## config.mk

```make
export PLATFORM = sky130hd
export DESIGN_NAME = accum_cpu
export DESIGN_NICKNAME = d
export VERILOG_FILES = /design/src/design/cpu_isa_pkg.sv /design/src/design/cpu_bus_pkg.sv /design/src/design/accum_cpu.sv /design/src/design/data_port.sv /design/src/design/accumulator_datapath.sv /design/src/design/sequencer.sv /design/src/design/fetch_unit.sv
export SDC_FILE = /design/constraint.sdc
export NUM_CORES = 1
export LEC_CHECK = 0
export ABC_AREA = 1
export BUFFER_PORTS_ARGS = -buffer_cell sky130_fd_sc_hd__buf_4
export CORE_MARGIN = 2
export CORE_UTILIZATION = 45
export DETAILED_ROUTE_END_ITERATION = 7
export MAX_ROUTING_LAYER = met4
export PLACE_DENSITY = 0.68
export SYNTH_ARGS = -nofsm -noshare
export SYNTH_HDL_FRONTEND = slang
export SYNTH_HIERARCHICAL = 1
export SYNTH_SLANG_ARGS = --single-unit
```

## constraint.sdc

```tcl
create_clock -name clk -period 15.05 [get_ports clk]
set_clock_uncertainty 0.2 [all_clocks]
set_input_delay 0.7525 -clock clk [delete_from_list [all_inputs] [get_ports clk]]
set_output_delay 0.7525 -clock clk [all_outputs]
set_load 0.02 [all_outputs]
```

## src/design/cpu_isa_pkg.sv

```systemverilog
package cpu_isa_pkg;

    ////////////////////////////////////////////////////////////////////////////
    // instruction word is opcode in 15:8, register select in 1:0
    ////////////////////////////////////////////////////////////////////////////

    typedef enum logic [7:0] {
        NOP    = 8'h00,
        ADD    = 8'h01,
        SUB    = 8'h02,
        MUL    = 8'h03,
        SHR    = 8'h04,
        SHL    = 8'h05,
        CLAC   = 8'h06,
        INCAC  = 8'h07,
        MVAC   = 8'h08,
        MOVREG = 8'h09,
        INCR   = 8'h0A,
        LODAC  = 8'h10,  // address in the next word
        STOAC  = 8'h11,
        JUMP   = 8'h12,  // target in the next word
        JMPZ   = 8'h13,
        JMPNZ  = 8'h14,
        ENDOP  = 8'hFF
    } opcode_t;

    typedef logic [1:0] reg_sel_t;  // 0 is R, then R1, R2, R3

    typedef enum logic [3:0] {
        DP_NONE,
        DP_ADD,
        DP_SUB,
        DP_MUL,
        DP_SHR,
        DP_SHL,
        DP_CLEAR,
        DP_INC_AC,
        DP_AC_TO_REG,
        DP_REG_TO_AC,
        DP_INC_REG,
        DP_LOAD_AC
    } dp_cmd_t;

    // instructions that carry a second word
    function automatic logic has_operand(input logic [7:0] op);
        case (op)
            LODAC, STOAC, JUMP, JMPZ, JMPNZ: return 1'b1;
            default:                         return 1'b0;
        endcase
    endfunction

endpackage

```

## src/design/cpu_bus_pkg.sv

```systemverilog
package cpu_bus_pkg;

    ////////////////////////////////////////////////////////////////////////////
    // wishbone classic bus, one address per 16-bit word
    ////////////////////////////////////////////////////////////////////////////

    localparam int addr_w = 16;
    localparam int data_w = 16;

    // word address on either memory port
    typedef logic [addr_w-1:0] addr_t;

    typedef logic [data_w-1:0] data_t;  // bus word, also AC and register width

endpackage
```

## src/design/accum_cpu.sv

```systemverilog
`timescale 1ns/10ps

module accum_cpu #(
    parameter cpu_bus_pkg::addr_t reset_pc = '0
) (
    input  logic               clk,
    input  logic               rst_n,
    // instruction memory, read only
    output logic               i_cyc,
    output logic               i_stb,
    output logic               i_we,
    output cpu_bus_pkg::addr_t i_adr,
    output cpu_bus_pkg::data_t i_dat_w,
    input  cpu_bus_pkg::data_t i_dat_r,
    input  logic               i_ack,
    // data memory
    output logic               d_cyc,
    output logic               d_stb,
    output logic               d_we,
    output cpu_bus_pkg::addr_t d_adr,
    output cpu_bus_pkg::data_t d_dat_w,
    input  cpu_bus_pkg::data_t d_dat_r,
    input  logic               d_ack,
    output cpu_bus_pkg::data_t acc,
    output logic               halted
);

    import cpu_bus_pkg::*;
    import cpu_isa_pkg::*;

    logic     fetch_req;
    logic     fetch_done;
    logic     pc_load;
    addr_t    pc_target;
    data_t    fetch_word;
    logic     data_req;
    logic     data_we;
    logic     data_done;
    addr_t    data_addr;
    data_t    data_rdata;
    dp_cmd_t  dp_cmd;
    reg_sel_t reg_sel;
    logic     zero;

    assign i_we    = 1'b0;
    assign i_dat_w = '0;

    fetch_unit #(
        .reset_pc (reset_pc)
    ) fetch_unit_inst (
        .clk,
        .rst_n,
        .fetch_req,
        .pc_load,
        .pc_target,
        .fetch_done,
        .fetch_word,
        .i_cyc,
        .i_stb,
        .i_adr,
        .i_dat_r,
        .i_ack
    );

    sequencer sequencer_inst (
        .clk,
        .rst_n,
        .fetch_done,
        .fetch_word,
        .zero,
        .data_done,
        .fetch_req,
        .pc_load,
        .pc_target,
        .data_req,
        .data_we,
        .data_addr,
        .dp_cmd,
        .reg_sel,
        .halted
    );

    accumulator_datapath accumulator_datapath_inst (
        .clk,
        .rst_n,
        .dp_cmd,
        .reg_sel,
        .load_data (data_rdata),
        .acc,
        .zero
    );

    data_port data_port_inst (
        .clk,
        .rst_n,
        .data_req,
        .data_we,
        .data_addr,
        .acc,
        .data_done,
        .data_rdata,
        .d_cyc,
        .d_stb,
        .d_we,
        .d_adr,
        .d_dat_w,
        .d_dat_r,
        .d_ack
    );

endmodule

```

## src/design/data_port.sv

```systemverilog
`timescale 1ns/10ps

module data_port (
    input  logic               clk,
    input  logic               rst_n,
    input  logic               data_req,
    input  logic               data_we,
    input  cpu_bus_pkg::addr_t data_addr,
    input  cpu_bus_pkg::data_t acc,
    output logic               data_done,
    output cpu_bus_pkg::data_t data_rdata,
    output logic               d_cyc,
    output logic               d_stb,
    output logic               d_we,
    output cpu_bus_pkg::addr_t d_adr,
    output cpu_bus_pkg::data_t d_dat_w,
    input  cpu_bus_pkg::data_t d_dat_r,
    input  logic               d_ack
);

    import cpu_bus_pkg::*;

    logic  busy;
    logic  we_q;
    addr_t adr_q;
    data_t dat_w_q;   // AC as it was when the store was asked for
    logic  ack_seen;

    assign ack_seen = busy & d_ack;

    always_ff @(posedge clk or negedge rst_n)
    begin
        if (!rst_n)
        begin
            busy      <= 1'b0;
            we_q      <= 1'b0;
            data_done <= 1'b0;
        end
        else
        begin
            data_done <= ack_seen;
            if (ack_seen)
                busy <= 1'b0;
            else if (data_req && !busy)
            begin
                busy <= 1'b1;
                we_q <= data_we;
            end
        end
    end

    always_ff @(posedge clk)
    begin
        if (data_req && !busy)
        begin
            adr_q   <= data_addr;
            dat_w_q <= acc;
        end
        if (ack_seen && !we_q)
            data_rdata <= d_dat_r;
    end

    assign d_cyc   = busy;
    assign d_stb   = busy;
    assign d_we    = busy & we_q;
    assign d_adr   = adr_q;
    assign d_dat_w = dat_w_q;

    // direction and store word follow the request for the whole cycle
    a_d_hold: assert property (@(posedge clk) disable iff (!rst_n)
        d_cyc |-> d_we == data_we && (!d_we || d_dat_w == acc));

endmodule

```

## src/design/accumulator_datapath.sv

```systemverilog
`timescale 1ns/10ps

module accumulator_datapath (
    input  logic                  clk,
    input  logic                  rst_n,
    input  cpu_isa_pkg::dp_cmd_t  dp_cmd,
    input  cpu_isa_pkg::reg_sel_t reg_sel,
    input  cpu_bus_pkg::data_t    load_data,
    output cpu_bus_pkg::data_t    acc,
    output logic                  zero
);

    import cpu_bus_pkg::*;
    import cpu_isa_pkg::*;

    data_t                    regs [4];  // R, R1, R2, R3
    data_t                    reg_q;     // second ALU operand
    data_t                    alu_out;
    logic                     acc_we;
    logic [2*$bits(data_t)-1:0] product;

    assign reg_q   = regs[reg_sel];
    assign product = acc * reg_q;  // full product, AC gets the low half

    ////////////////////////////////////////////////////////////////////////////
    // ALU, all results wrap at 16 bits
    ////////////////////////////////////////////////////////////////////////////

    always_comb
    begin
        acc_we = 1'b1;
        case (dp_cmd)
            DP_ADD:       alu_out = acc + reg_q;
            DP_SUB:       alu_out = acc - reg_q;
            DP_MUL:       alu_out = product[$bits(data_t)-1:0];
            DP_SHR:       alu_out = acc >> 1;
            DP_SHL:       alu_out = acc << 1;
            DP_CLEAR:     alu_out = '0;
            DP_INC_AC:    alu_out = acc + data_t'(1);
            DP_REG_TO_AC: alu_out = reg_q;
            DP_LOAD_AC:   alu_out = load_data;
            default:
            begin
                alu_out = acc;
                acc_we  = 1'b0;  // register side commands leave AC alone
            end
        endcase
    end

    always_ff @(posedge clk or negedge rst_n)
    begin
        if (!rst_n)
            acc <= '0;
        else if (acc_we)
            acc <= alu_out;
    end

    always_ff @(posedge clk or negedge rst_n)
    begin
        if (!rst_n)
        begin
            for (int i = 0; i < 4; i++)
                regs[i] <= '0;
        end
        else if (dp_cmd == DP_AC_TO_REG)
            regs[reg_sel] <= acc;
        else if (dp_cmd == DP_INC_REG)
            regs[reg_sel] <= reg_q + data_t'(1);
    end

    assign zero = (acc == '0);

endmodule

```

## src/design/sequencer.sv

```systemverilog
`timescale 1ns/10ps

module sequencer (
    input  logic                  clk,
    input  logic                  rst_n,
    input  logic                  fetch_done,
    input  cpu_bus_pkg::data_t    fetch_word,
    input  logic                  zero,
    input  logic                  data_done,
    output logic                  fetch_req,
    output logic                  pc_load,
    output cpu_bus_pkg::addr_t    pc_target,
    output logic                  data_req,
    output logic                  data_we,
    output cpu_bus_pkg::addr_t    data_addr,
    output cpu_isa_pkg::dp_cmd_t  dp_cmd,
    output cpu_isa_pkg::reg_sel_t reg_sel,
    output logic                  halted
);

    import cpu_bus_pkg::*;
    import cpu_isa_pkg::*;

    typedef enum logic [2:0] {
        FETCH,
        DECODE,
        FETCH_OPERAND,
        MEM_ACCESS,
        EXECUTE,
        HALT
    } state_t;

    state_t  state;
    data_t   ir;
    data_t   operand;     // address or jump target
    opcode_t opcode;
    logic    issued;      // request of the current state is out on the bus
    logic    jump_taken;

    function automatic dp_cmd_t dp_cmd_of(input opcode_t op);
        case (op)
            ADD:     return DP_ADD;
            SUB:     return DP_SUB;
            MUL:     return DP_MUL;
            SHR:     return DP_SHR;
            SHL:     return DP_SHL;
            CLAC:    return DP_CLEAR;
            INCAC:   return DP_INC_AC;
            MVAC:    return DP_AC_TO_REG;
            MOVREG:  return DP_REG_TO_AC;
            INCR:    return DP_INC_REG;
            LODAC:   return DP_LOAD_AC;
            default: return DP_NONE;   // unknown codes behave as NOP
        endcase
    endfunction

    assign opcode = opcode_t'(ir[15:8]);

    // zero still reflects the instruction before the jump
    always_comb
    begin
        case (opcode)
            JUMP:    jump_taken = 1'b1;
            JMPZ:    jump_taken = zero;
            JMPNZ:   jump_taken = !zero;
            default: jump_taken = 1'b0;
        endcase
    end

    ////////////////////////////////////////////////////////////////////////////
    // execute state machine
    ////////////////////////////////////////////////////////////////////////////

    always_ff @(posedge clk or negedge rst_n)
    begin
        if (!rst_n)
        begin
            state  <= FETCH;
            issued <= 1'b0;
        end
        else
        begin
            if (fetch_req || data_req)
                issued <= 1'b1;
            case (state)
                FETCH:
                    if (fetch_done)
                    begin
                        issued <= 1'b0;
                        state  <= DECODE;
                    end
                DECODE:
                    if (opcode == ENDOP)
                        state <= HALT;
                    else if (has_operand(opcode))
                        state <= FETCH_OPERAND;
                    else
                        state <= EXECUTE;
                FETCH_OPERAND:
                    if (fetch_done)
                    begin
                        issued <= 1'b0;
                        state  <= (opcode == LODAC || opcode == STOAC) ? MEM_ACCESS : EXECUTE;
                    end
                MEM_ACCESS:
                    if (data_done)
                    begin
                        issued <= 1'b0;
                        state  <= EXECUTE;
                    end
                EXECUTE: state <= FETCH;
                HALT:    state <= HALT;  // left only through reset
                default: state <= FETCH;
            endcase
        end
    end

    always_ff @(posedge clk)
    begin
        if (state == FETCH && fetch_done)
            ir <= fetch_word;
        if (state == FETCH_OPERAND && fetch_done)
            operand <= fetch_word;
    end

    assign fetch_req = (state == FETCH || state == FETCH_OPERAND) && !issued;
    assign data_req  = (state == MEM_ACCESS) && !issued;
    assign data_we   = (opcode == STOAC);
    assign data_addr = operand;
    assign pc_load   = (state == EXECUTE) && jump_taken;
    assign pc_target = operand;
    assign dp_cmd    = (state == EXECUTE) ? dp_cmd_of(opcode) : DP_NONE;
    assign reg_sel   = reg_sel_t'(ir[1:0]);
    assign halted    = (state == HALT);

    // a new request never meets the completion of another access
    a_one_req: assert property (@(posedge clk) disable iff (!rst_n)
        (fetch_req || data_req) |-> !fetch_done && !data_done);

endmodule

```

## src/design/fetch_unit.sv

```systemverilog
`timescale 1ns/10ps

module fetch_unit #(
    parameter cpu_bus_pkg::addr_t reset_pc = '0
) (
    input  logic               clk,
    input  logic               rst_n,
    input  logic               fetch_req,
    input  logic               pc_load,
    input  cpu_bus_pkg::addr_t pc_target,
    output logic               fetch_done,
    output cpu_bus_pkg::data_t fetch_word,
    output logic               i_cyc,
    output logic               i_stb,
    output cpu_bus_pkg::addr_t i_adr,
    input  cpu_bus_pkg::data_t i_dat_r,
    input  logic               i_ack
);

    import cpu_bus_pkg::*;

    addr_t pc;
    logic  busy;      // read cycle open on the instruction bus
    logic  ack_seen;

    assign ack_seen = busy & i_ack;

    ////////////////////////////////////////////////////////////////////////////
    // bus cycle control
    ////////////////////////////////////////////////////////////////////////////

    always_ff @(posedge clk or negedge rst_n)
    begin
        if (!rst_n)
        begin
            busy       <= 1'b0;
            fetch_done <= 1'b0;
        end
        else
        begin
            fetch_done <= ack_seen;  // one pulse per completed read
            if (ack_seen)
                busy <= 1'b0;
            else if (fetch_req && !busy)
                busy <= 1'b1;
        end
    end

    always_ff @(posedge clk)
    begin
        if (ack_seen)
            fetch_word <= i_dat_r;
    end

    // a jump wins over the increment, the sequencer only loads between reads
    always_ff @(posedge clk or negedge rst_n)
    begin
        if (!rst_n)
            pc <= reset_pc;
        else if (pc_load)
            pc <= pc_target;
        else if (ack_seen)
            pc <= pc + addr_t'(1);
    end

    assign i_cyc = busy;
    assign i_stb = busy;
    assign i_adr = pc;

    ////////////////////////////////////////////////////////////////////////////
    // checks
    ////////////////////////////////////////////////////////////////////////////

    // the strobe and address hold until the slave answers
    a_i_hold: assert property (@(posedge clk) disable iff (!rst_n)
        i_stb && !i_ack |=> i_stb && $stable(i_adr));

endmodule

```

==> impl_results.md, run 1 <==
- Async set-reset flop share out of synthesis: 0.528
- Flop pwr share: 0.452
- Most frequent cells in the layout: nand2_1, inv_1, nor2_1, buf_4, o21ai_0
- H-tree depth: 4
- Sw Ratio: 0.372
- RSZ-0062 raised after global routing: false
- Reg-to-reg critical path startpoint: sequencer_inst/ir[0]
- Required time worst endpoint: 15.20 ns
- Slew headroom: 0.212
- CP max stage delay: 0.73 ns
- Pwr Density: 96.1 nW/µm²
- Mapped cell area: 14,800 µm²
- I/O Buffers: 105
- Least-Margin Pin Slew: 1.18 ns
- Total wire length: 42,700 µm
- Die Wd: 186 µm
- Most common cell after layout, fill and taps aside: nand2_1
- Initial antenna violation count: 0
- Sequential fraction of the synthesis area: 0.365
- Post-synth top flop: dfrtp_1
- Leak: 0.00767 µW
- Internal power: 991 µW
- CP endpoint kind: flop
- Min Hold Slack: 0.0493 ns
- Vias per inst: 5.38
- Largest net degree at the start of global routing: 72
- First-pass GRT wire length: 67,600 µm
- Setup TNS: 0 ns
- Post-synthesis register bit count: 199
- CP Data Arrival Time: 7.67 ns
- Reg2reg end: accumulator_datapath_inst/acc[14]
- Crit share post-route: 0.499
- Cts bufs inserted: 17
- Clock transition at path regs: 0.09 ns
- Synth unique cells: 58
- Routed WL per cell: 18.3 µm
- Dpl cell area: 15,800 µm²
- Share of cells above drive strength 1: 0.127
- Vias: 12,576
- CTS Root Cell: clkbuf_16
- PostCTS Resize Cnt: 0
- # DRC: 0
- Critical path's top delay family: adder cells
- Post-route minimum period: 7.52 ns
- CTS max path bufs: 2
- Clk Latency, worst-skew pair: 0.45 ns
- Critical path class: flop to flop
- Global-route usage over all layers: 0.266
- Design Area, Final: 16,400 µm²
- Final WS setup: 7.53 ns
- Layout area overhead: 10.7%
- Worst Path Buf+Inv: 7
- Final hold vios: 0
- Setup WS pre-CTS: 7.69 ns
- Switching Power: 587 µW
- R2R depth: 32
- F_max: 133 MHz
- Die Area: 34,400 µm²
- Top Ports: 123
- Post-DP HPWL: 32,000 µm
- Postcts setup bufs: 0
- Max cap viols: 0
- Synth warn: 6
- Clk network pwr share: 0.308
- Crit path top cell by count: nand2_1
- Fin. max-slew vios: 0
- Setup violations, final: 0
- Core area: 32,500 µm²
- CP max stage cell: edfxtp_1
- Max VDD drop: 0.000162 V
- Post-synth EDFFs: 90
- Placement Rows: 66
- Grt ovf: 0
- ANT cells: 0
- CTS tree: built
- Routability cong.: 0.951
- Hold Crit Class: input pin to async pin
- TritonCTS Sinks: 199
- Nets@finish: 2,068
- DRT antenna net count: 0
- Synthesized area per cell: 8.13 µm²
- Cells after Synth: 1,824
- # fillers: 3,045
- Worst-path fanout max: 20
- Hold_buf cts: 0
- Vias in the first global route: 12,284
- Drt pass-1 iters: 6
- Initial DRC Count: 1,201
- Initial core utilization: 0.457
- R2R Setup Slk: 7.53 ns
- Logic pwr share: 0.241
- CP Launch Type: flop
- Outcome: finished, final reports clean
- Height of the die: 186 µm
- Final Core Density: 0.506
[worst max path at each step]
stage / slack (ns) / from / to / cells past startpoint
6_report: 7.53 / sequencer_inst/ir[0] / accumulator_datapath_inst/acc[14] / 32
4_1_cts: 7.65 / sequencer_inst/ir[0] / accumulator_datapath_inst/acc[14] / 32
3_3_place_gp: 7.84 / sequencer_inst/ir[0] / accumulator_datapath_inst/acc[14] / 32
3_5_place_dp: 7.69 / sequencer_inst/ir[0] / accumulator_datapath_inst/acc[14] / 32
5_1_grt: 7.10 / sequencer_inst/ir[0] / accumulator_datapath_inst/acc[14] / 32
2_1_floorplan: 8.68 / sequencer_inst/ir[0] / accumulator_datapath_inst/acc[14] / 36
[layout make-up]
type                            instances  area, µm²  area share
Sequential cell                       199       5410       0.329
Multi-Input combinational cell       1256       7830       0.477
Timing Repair Buffer                  121        908      0.0553
Tap cell                              442        553      0.0337
Inverter                              289       1090      0.0667
Clock inverter                         15        201      0.0123
Clock buffer                           17        425      0.0259
[registers in the layout (all words and copies together) (netlist names), 3 cells and up, named ones only]
signal                          cells
fetch_unit_inst/i_adr              16
data_port_inst/d_adr               16
sequencer_inst/data_addr           16
accumulator_datapath_inst/acc      16
accumulator_datapath_inst/regs     64
sequencer_inst/state                3
data_port_inst/d_dat_w             16
sequencer_inst/ir                  10
fetch_unit_inst/fetch_word         16
data_port_inst/data_rdata          16
[metrics by stage]
stage / std cells / power [µW]
2_1_floorplan: 1840 / 942
3_3_place_gp: 2307 / 1090
3_5_place_dp: 2307 / 1090
4_1_cts: 2339 / 1580
5_1_grt: 2339 / 1650
6_report: 2339 / 1580
[metal layers]
metal  GRT usage  part of all wire  up-vias
met2       0.419              0.46      604
met5           -                 0        -
met1       0.348              0.42     5975
li1            -                 -     5903
met4      0.0813             0.028        0
met3      0.0530             0.095       94
[logic make-up (layout without fill, tap and decap cells)]
logic type | after synthesis | in the layout | synth area share
AND/OR/NAND/NOR | 801 | 801 | 0.239
other | 1 | 17 | 0.000253
XOR/XNOR | 24 | 24 | 0.0142
flip-flops | 199 | 199 | 0.365
adder cells (fa/ha/maj) | 148 | 148 | 0.166
buffers and inverters | 385 | 442 | 0.111
AO/OA/AOI/OAI | 266 | 266 | 0.104
[cell usage after synthesis, drive strengths merged (11+ instances only)]
library cell,number,area share
nand3,87,0.033
o31ai,14,0.0074
xor2,18,0.011
edfxtp,90,0.18
o21ai,132,0.046
o211ai,11,0.0056
nor2,193,0.056
a21oi,68,0.024
clkbuf,42,0.011
fa,81,0.11
ha,67,0.057
inv,285,0.073
nand2,463,0.12
dfrtp,105,0.18
buf,54,0.027
nand4,27,0.012
nor3,15,0.0075
[power groups by stage]
stage | logic, µW | registers [µW] | clock network [µW]
finish | 380 | 713 | 486
global route | 415 | 716 | 514
CTS | 375 | 709 | 493
detailed placement | 374 | 720 | 0
global placement | 366 | 719 | 0
floorplan | 235 | 707 | 0
(Power assumes the default switching activity.)
==> inputs of run 2 (changes only) <==
PLACE_DENSITY = 0.7   (was 0.68)
clock period = 6.54 ns   (was 15.05 ns; I/O delays follow)
==> run 2 against run 1 <==
Compared with the run above:
- critical endpoint is now accumulator_datapath_inst/acc[15]
- clock power grew 130%
- final area is 6.5% higher
- critical path type unchanged
- first-iteration DRC count is 6.3% higher
- combinational power grew to 2.8 times the previous value
- fmax is 22% higher
==> impl_results.md, run 2 (synthesis results as in run 1) <==
- Hold Crit Class: input pin to flop
- Max VDD drop: 0.000241 V
- Height of the die: 186 µm
- ANT cells: 0
- Vias in the first global route: 12,919
- Multi-input gate area: 7950 µm²
- Placement Rows: 66
- Initial antenna violation count: 1
- Share of cells above drive strength 1: 0.165
- Max cap viols: 0
- CP endpoint kind: flop
- Most common cell after layout, fill and taps aside: nand2_1
- Least-Margin Pin Slew: 1.18 ns
- Die Area: 34,400 µm²
- DRT antenna net count: 0
- Vias: 13,114
- Top reg by flops: accumulator_datapath_inst/regs
- Post-DP HPWL: 34,700 µm
- Required time worst endpoint: 6.70 ns
- CTS max path bufs: 2
- Initial core utilization: 0.457
- Clock transition at path regs: 0.09 ns
- Largest net degree at the start of global routing: 67
- Setup TNS: 0 ns
- Post-Layout Cell Count: 2,440
- CTS tree: built
- Nets@finish: 2,169
- Outcome: finished, final reports clean
- Leak: 0.00815 µW
- Fin. max-slew vios: 0
- # fillers: 2,958
- H-tree depth: 4
- CP max stage cell: fa_1
- Die Wd: 186 µm
- Critical path class: flop to flop
- Slew headroom: 0.216
- CP Data Arrival Time: 6.33 ns
- First-pass GRT wire length: 71,800 µm
- Cts bufs inserted: 17
- Final hold vios: 0
- Initial DRC Count: 1,277
- Setup violations, final: 0
- Crit share post-route: 0.943
- Routed WL per cell: 18.9 µm
- CP max stage delay: 0.56 ns
- Routability cong.: 0.993
- F_max: 162 MHz
- Final Core Density: 0.539
- Global-route usage over all layers: 0.286
- Top Ports: 123
- Pwr Density: 215 nW/µm²
- Crit path top cell by count: nand2_1
- Layout area overhead: 18.0%
- CP Launch Type: flop
- Dpl cells: 2,362
- Most frequent cells in the layout: nand2_1, inv_1, buf_4, nor2_1, o21ai_0
- Grt ovf: 0
- FF+latch area: 5410 µm²
- # DRC: 0
- Total wire length: 46,000 µm
- I/O Buffers: 105
- Post-route minimum period: 6.16 ns
- TritonCTS Sinks: 199
- Drt pass-1 iters: 6
- Clk Latency, worst-skew pair: 0.46 ns
- Vias per inst: 5.37
- Core area: 32,500 µm²
- CTS Root Cell: clkbuf_16
- Max FFs per register: 64
- Worst-path fanout max: 8
-- run 2: cell types whose count changed in the layout (fill, tap and decap cells not counted), sizes merged --
cell         previous run  this run
bufinv                  1         0
buf                   121       186
dlygate4sd3             0        34
clkinvlp                0         1
clkbuf                 17        19
inv                   295       292
clkinv                  8        11
-- run 2: worst paths after layout --
path	startpoint	slack (ns)	end	cells after the start
max in group asynchronous	rst_n	4.62	sequencer_inst/state[2]	3
min in group asynchronous	rst_n	0.21	accumulator_datapath_inst/regs[44]	2
min	i_ack	0.14	fetch_unit_inst/i_adr[1]	4
min reg2reg	fetch_unit_inst/fetch_word[7]	0.23	sequencer_inst/data_addr[7]	0
max reg2reg	sequencer_inst/ir[0]	0.38	accumulator_datapath_inst/acc[15]	33
max	sequencer_inst/ir[0]	0.38	accumulator_datapath_inst/acc[15]	33
-- run 2: metrics by stage --
stage	area, µm²	worst slack [ns]	power (µW)	hold slack, ns
after detailed placement	16200	0.134	2590	0.153
after CTS	17200	0.111	3720	0.138
final	17500	0.376	3760	0.141
after global placement	16200	0.195	2570	0.158
after floorplan	14900	0.167	2170	-0.169
after global routing	17500	-0.0105	3920	0.184
-- run 2: area by class of cell --
type,instances,share of cell area
clock buffer,17,0.0243
clock inverter,15,0.0124
inverter,289,0.0641
multi-input combinational,1256,0.455
sequential,199,0.309
tap,442,0.0316
timing repair buffer,222,0.104
-- run 2: worst max-delay path, delay by kind of cell (launching register included) --
family	cells	cell delay (ns)
buffers and inverters	8	0.70
DFF	1	0.43
AOI/OAI and AO/OA	5	0.76
and+or+nand+nor	13	0.94
adders and majority gates	7	3.03
-- run 2: timing repair --
item | 4_1_cts | 5_1_grt
hold buffers | 34 | 0
setup endpoints to repair | 0 | 5
hold endpoints to repair | 73 | 0
buffers inserted | 0 | 11
resized for setup | 0 | 49
-- run 2: metal layers --
layer  up-vias  GRT usage  routed length (µm)
met3       107     0.0415                3570
met5         -          -                   0
met2       573      0.457               21500
met4         0     0.0956                1550
met1      6306      0.377               19400
li1       6128          -                   -
-- run 2: power breakdown --
part	total (µW)	leakage, µW	internal (µW)	switching, µW
combinational	1050	0.00558	358	690
clock	1120	0.000309	541	584
sequential	1590	0.00227	1440	145
total	3760	0.00815	2340	1420
==> inputs of run 3 (changes only) <==
--- a/config.mk
+++ b/config.mk
@@ -9,8 +9,8 @@
 export BUFFER_PORTS_ARGS = -buffer_cell sky130_fd_sc_hd__buf_4
 export CORE_MARGIN = 2
-export CORE_UTILIZATION = 45
+export CORE_UTILIZATION = 56
 export DETAILED_ROUTE_END_ITERATION = 7
 export MAX_ROUTING_LAYER = met4
-export PLACE_DENSITY = 0.7
+export PLACE_DENSITY = 0.83
 export SYNTH_ARGS = -nofsm -noshare
 export SYNTH_HDL_FRONTEND = slang
--- a/constraint.sdc
+++ b/constraint.sdc
@@ -3,3 +3,3 @@
 set_input_delay 0.327 -clock clk [delete_from_list [all_inputs] [get_ports clk]]
 set_output_delay 0.327 -clock clk [all_outputs]
-set_load 0.02 [all_outputs]
+set_load 0.01 [all_outputs]
==> run 3 against run 2 <==
Compared with the run above:
- register-to-register slack lost 0.21 ns
- sequential cell count is the same
- die area shrank 19%
- sequential share of layout area grew 0.29 points
- first-iteration DRC count grew 27%
- combinational power shrank 7%
- via count grew 2.3%
- count of clock-buffer cells in the layout is the same
- cell count shrank 4.7%
- clock power grew 6%
- sequential power is essentially flat
==> impl_results.md, run 3 (synthesis results as in run 1) <==
- WL met1: 17,700 µm
- Grt ovf: 0
- Final hold vios: 0
- CP endpoint kind: flop
- CTS max path bufs: 2
- Max VDD drop: 0.000178 V
- CTS tree: built
- Flop pwr share: 0.427
- Clk Latency, worst-skew pair: 0.47 ns
- Die Area: 27,800 µm²
- Outcome: finished, final reports clean
- Initial DRC Count: 1,627
- Share of cells above drive strength 1: 0.164
- Cts bufs inserted: 17
- Least-Margin Pin Slew: 1.37 ns
- Vias per inst: 5.77
- TritonCTS Sinks: 199
- CP Launch Type: flop
- Critical path class: flop to flop
- Slew headroom: 0.0832
- Max cap viols: 0
- Nets@finish: 2,162
- Vias: 13,415
- Internal power: 2350 µW
- Setup violations, final: 0
- Total wire length: 46,100 µm
- Global-route usage over all layers: 0.342
- Final WS setup: 0.167 ns
- Initial antenna violation count: 0
- CP Data Arrival Time: 6.53 ns
- Crit path top cell by count: nand2_1
- Routability cong.: 1.03
- Layout area overhead: 16.9%
- Vias in the first global route: 13,159
- # DRC: 0
- Crit share post-route: 0.975
- Leak: 0.00814 µW
- I/O Buffers: 105
- Dpl cells: 2,245
- Most frequent cells in the layout: nand2_1, inv_1, buf_4, nor2_1, o21ai_0
- Hold Crit Class: input pin to flop
- Die Wd: 167 µm
- Setup WS pre-CTS: -0.00839 ns
- Top Ports: 123
- CTS Root Cell: clkbuf_16
- ANT cells: 0
- Drt pass-1 iters: 6
- Largest net degree at the start of global routing: 65
- Max FFs per register: 64
- Post-Layout Cell Count: 2,326
- Routed WL per cell: 19.8 µm
- Clk network pwr share: 0.315
- Top routing layer used: met4
- Post-route minimum period: 6.37 ns
- Post-DP HPWL: 34,200 µm
- Initial core utilization: 0.569
- Met3 wire len: 4750 µm
- H-tree depth: 4
- DRT antenna net count: 0
- Logic pwr share: 0.258
- CP max stage cell: fa_1
- Most common cell after layout, fill and taps aside: nand2_1
- Switching Power: 1420 µW
- Height of the die: 167 µm
- Clock transition at path regs: 0.09 ns
- Final Core Density: 0.665
- Total power: 3770 µW
- F_max: 157 MHz
- Fin. max-slew vios: 0
- Min Hold Slack: 0.148 ns
- Core area: 26,100 µm²
- Sw Ratio: 0.376
- Required time worst endpoint: 6.70 ns
- Top reg by flops: accumulator_datapath_inst/regs
- Met2 wire length: 21,600 µm
- Pwr Density: 217 nW/µm²
- CP max stage delay: 0.56 ns
- Worst-path fanout max: 10
- First-pass GRT wire length: 71,700 µm
- Placement Rows: 59
## run 3: changes by cell type in the layout (fill, tap and decap cells not counted), moves of 2 or more
cell,delta
inv_8,-3
inv_2,+4
clkinv_8,-3
inv_6,+2
ha_2,-2
buf_4,-5
buf_6,-2
inv_4,-2
inv_16,+4
## run 3: cell type report
class                           instances  area, µm²
Clock buffer                           17        425
Clock inverter                         15        241
Fill cell                            2105       8720
Inverter                              289       1100
Multi-Input combinational cell       1256       7970
Sequential cell                       199       5410
Tap cell                              335        419
Timing Repair Buffer                  215       1770
## run 3: worst paths after layout
check | start | end | slack [ns] | cells after the start
worst min register to register | fetch_unit_inst/fetch_word[5] | sequencer_inst/data_addr[5] | 0.23 | 0
worst min-delay path | i_ack | fetch_unit_inst/i_adr[1] | 0.15 | 4
min in group asynchronous | rst_n | accumulator_datapath_inst/regs[37] | 0.20 | 2
max in group asynchronous | rst_n | accumulator_datapath_inst/acc[10] | 4.65 | 3
worst max register to register | sequencer_inst/ir[0] | accumulator_datapath_inst/acc[15] | 0.17 | 34
worst max-delay path | sequencer_inst/ir[0] | accumulator_datapath_inst/acc[15] | 0.17 | 34
## run 3: repair_timing
| action | in CTS | in global routing |
|---|---|---|
| gates resized for setup | 0 | 42 |
| pin swaps | 0 | 17 |
| setup endpoints to repair | 1 | 5 |
| hold buffers | 34 | 0 |
| endpoints found under the hold margin | 75 | 0 |
| setup buffers | 3 | 11 |
| gates cloned | 0 | 1 |
## run 3: critical path: cells and delay by family (launching register included)
kind	cells	cell delay (ns)
buf+inv	7	0.65
flops	1	0.45
compound gates	1	0.18
simple gates	20	1.83
fa+ha+maj	6	2.94
## run 3: metrics by stage
| step | TNS (ns) | cell area [µm²] |
|---|---|---|
| global placement | 0 | 16000 |
| finish | 0 | 17300 |
| detailed placement | -0.00839 | 16000 |
| CTS | 0 | 17100 |
| global route | -0.243 | 17300 |
| floorplan | 0 | 14900 |
## run 3: layer usage
layer,track usage,vias to the layer above
met5,-,-
met2,0.539,747
met4,0.143,0
met1,0.441,6399
met3,0.0606,160
li1,-,6109
## run 3: power by group through the flow
stage	logic [µW]	registers, µW	clock network [µW]
floorplan	533	1590	0
global placement	868	1620	0
detailed placement	895	1620	0
CTS	923	1600	1190
global route	1050	1610	1230
finish	974	1610	1190
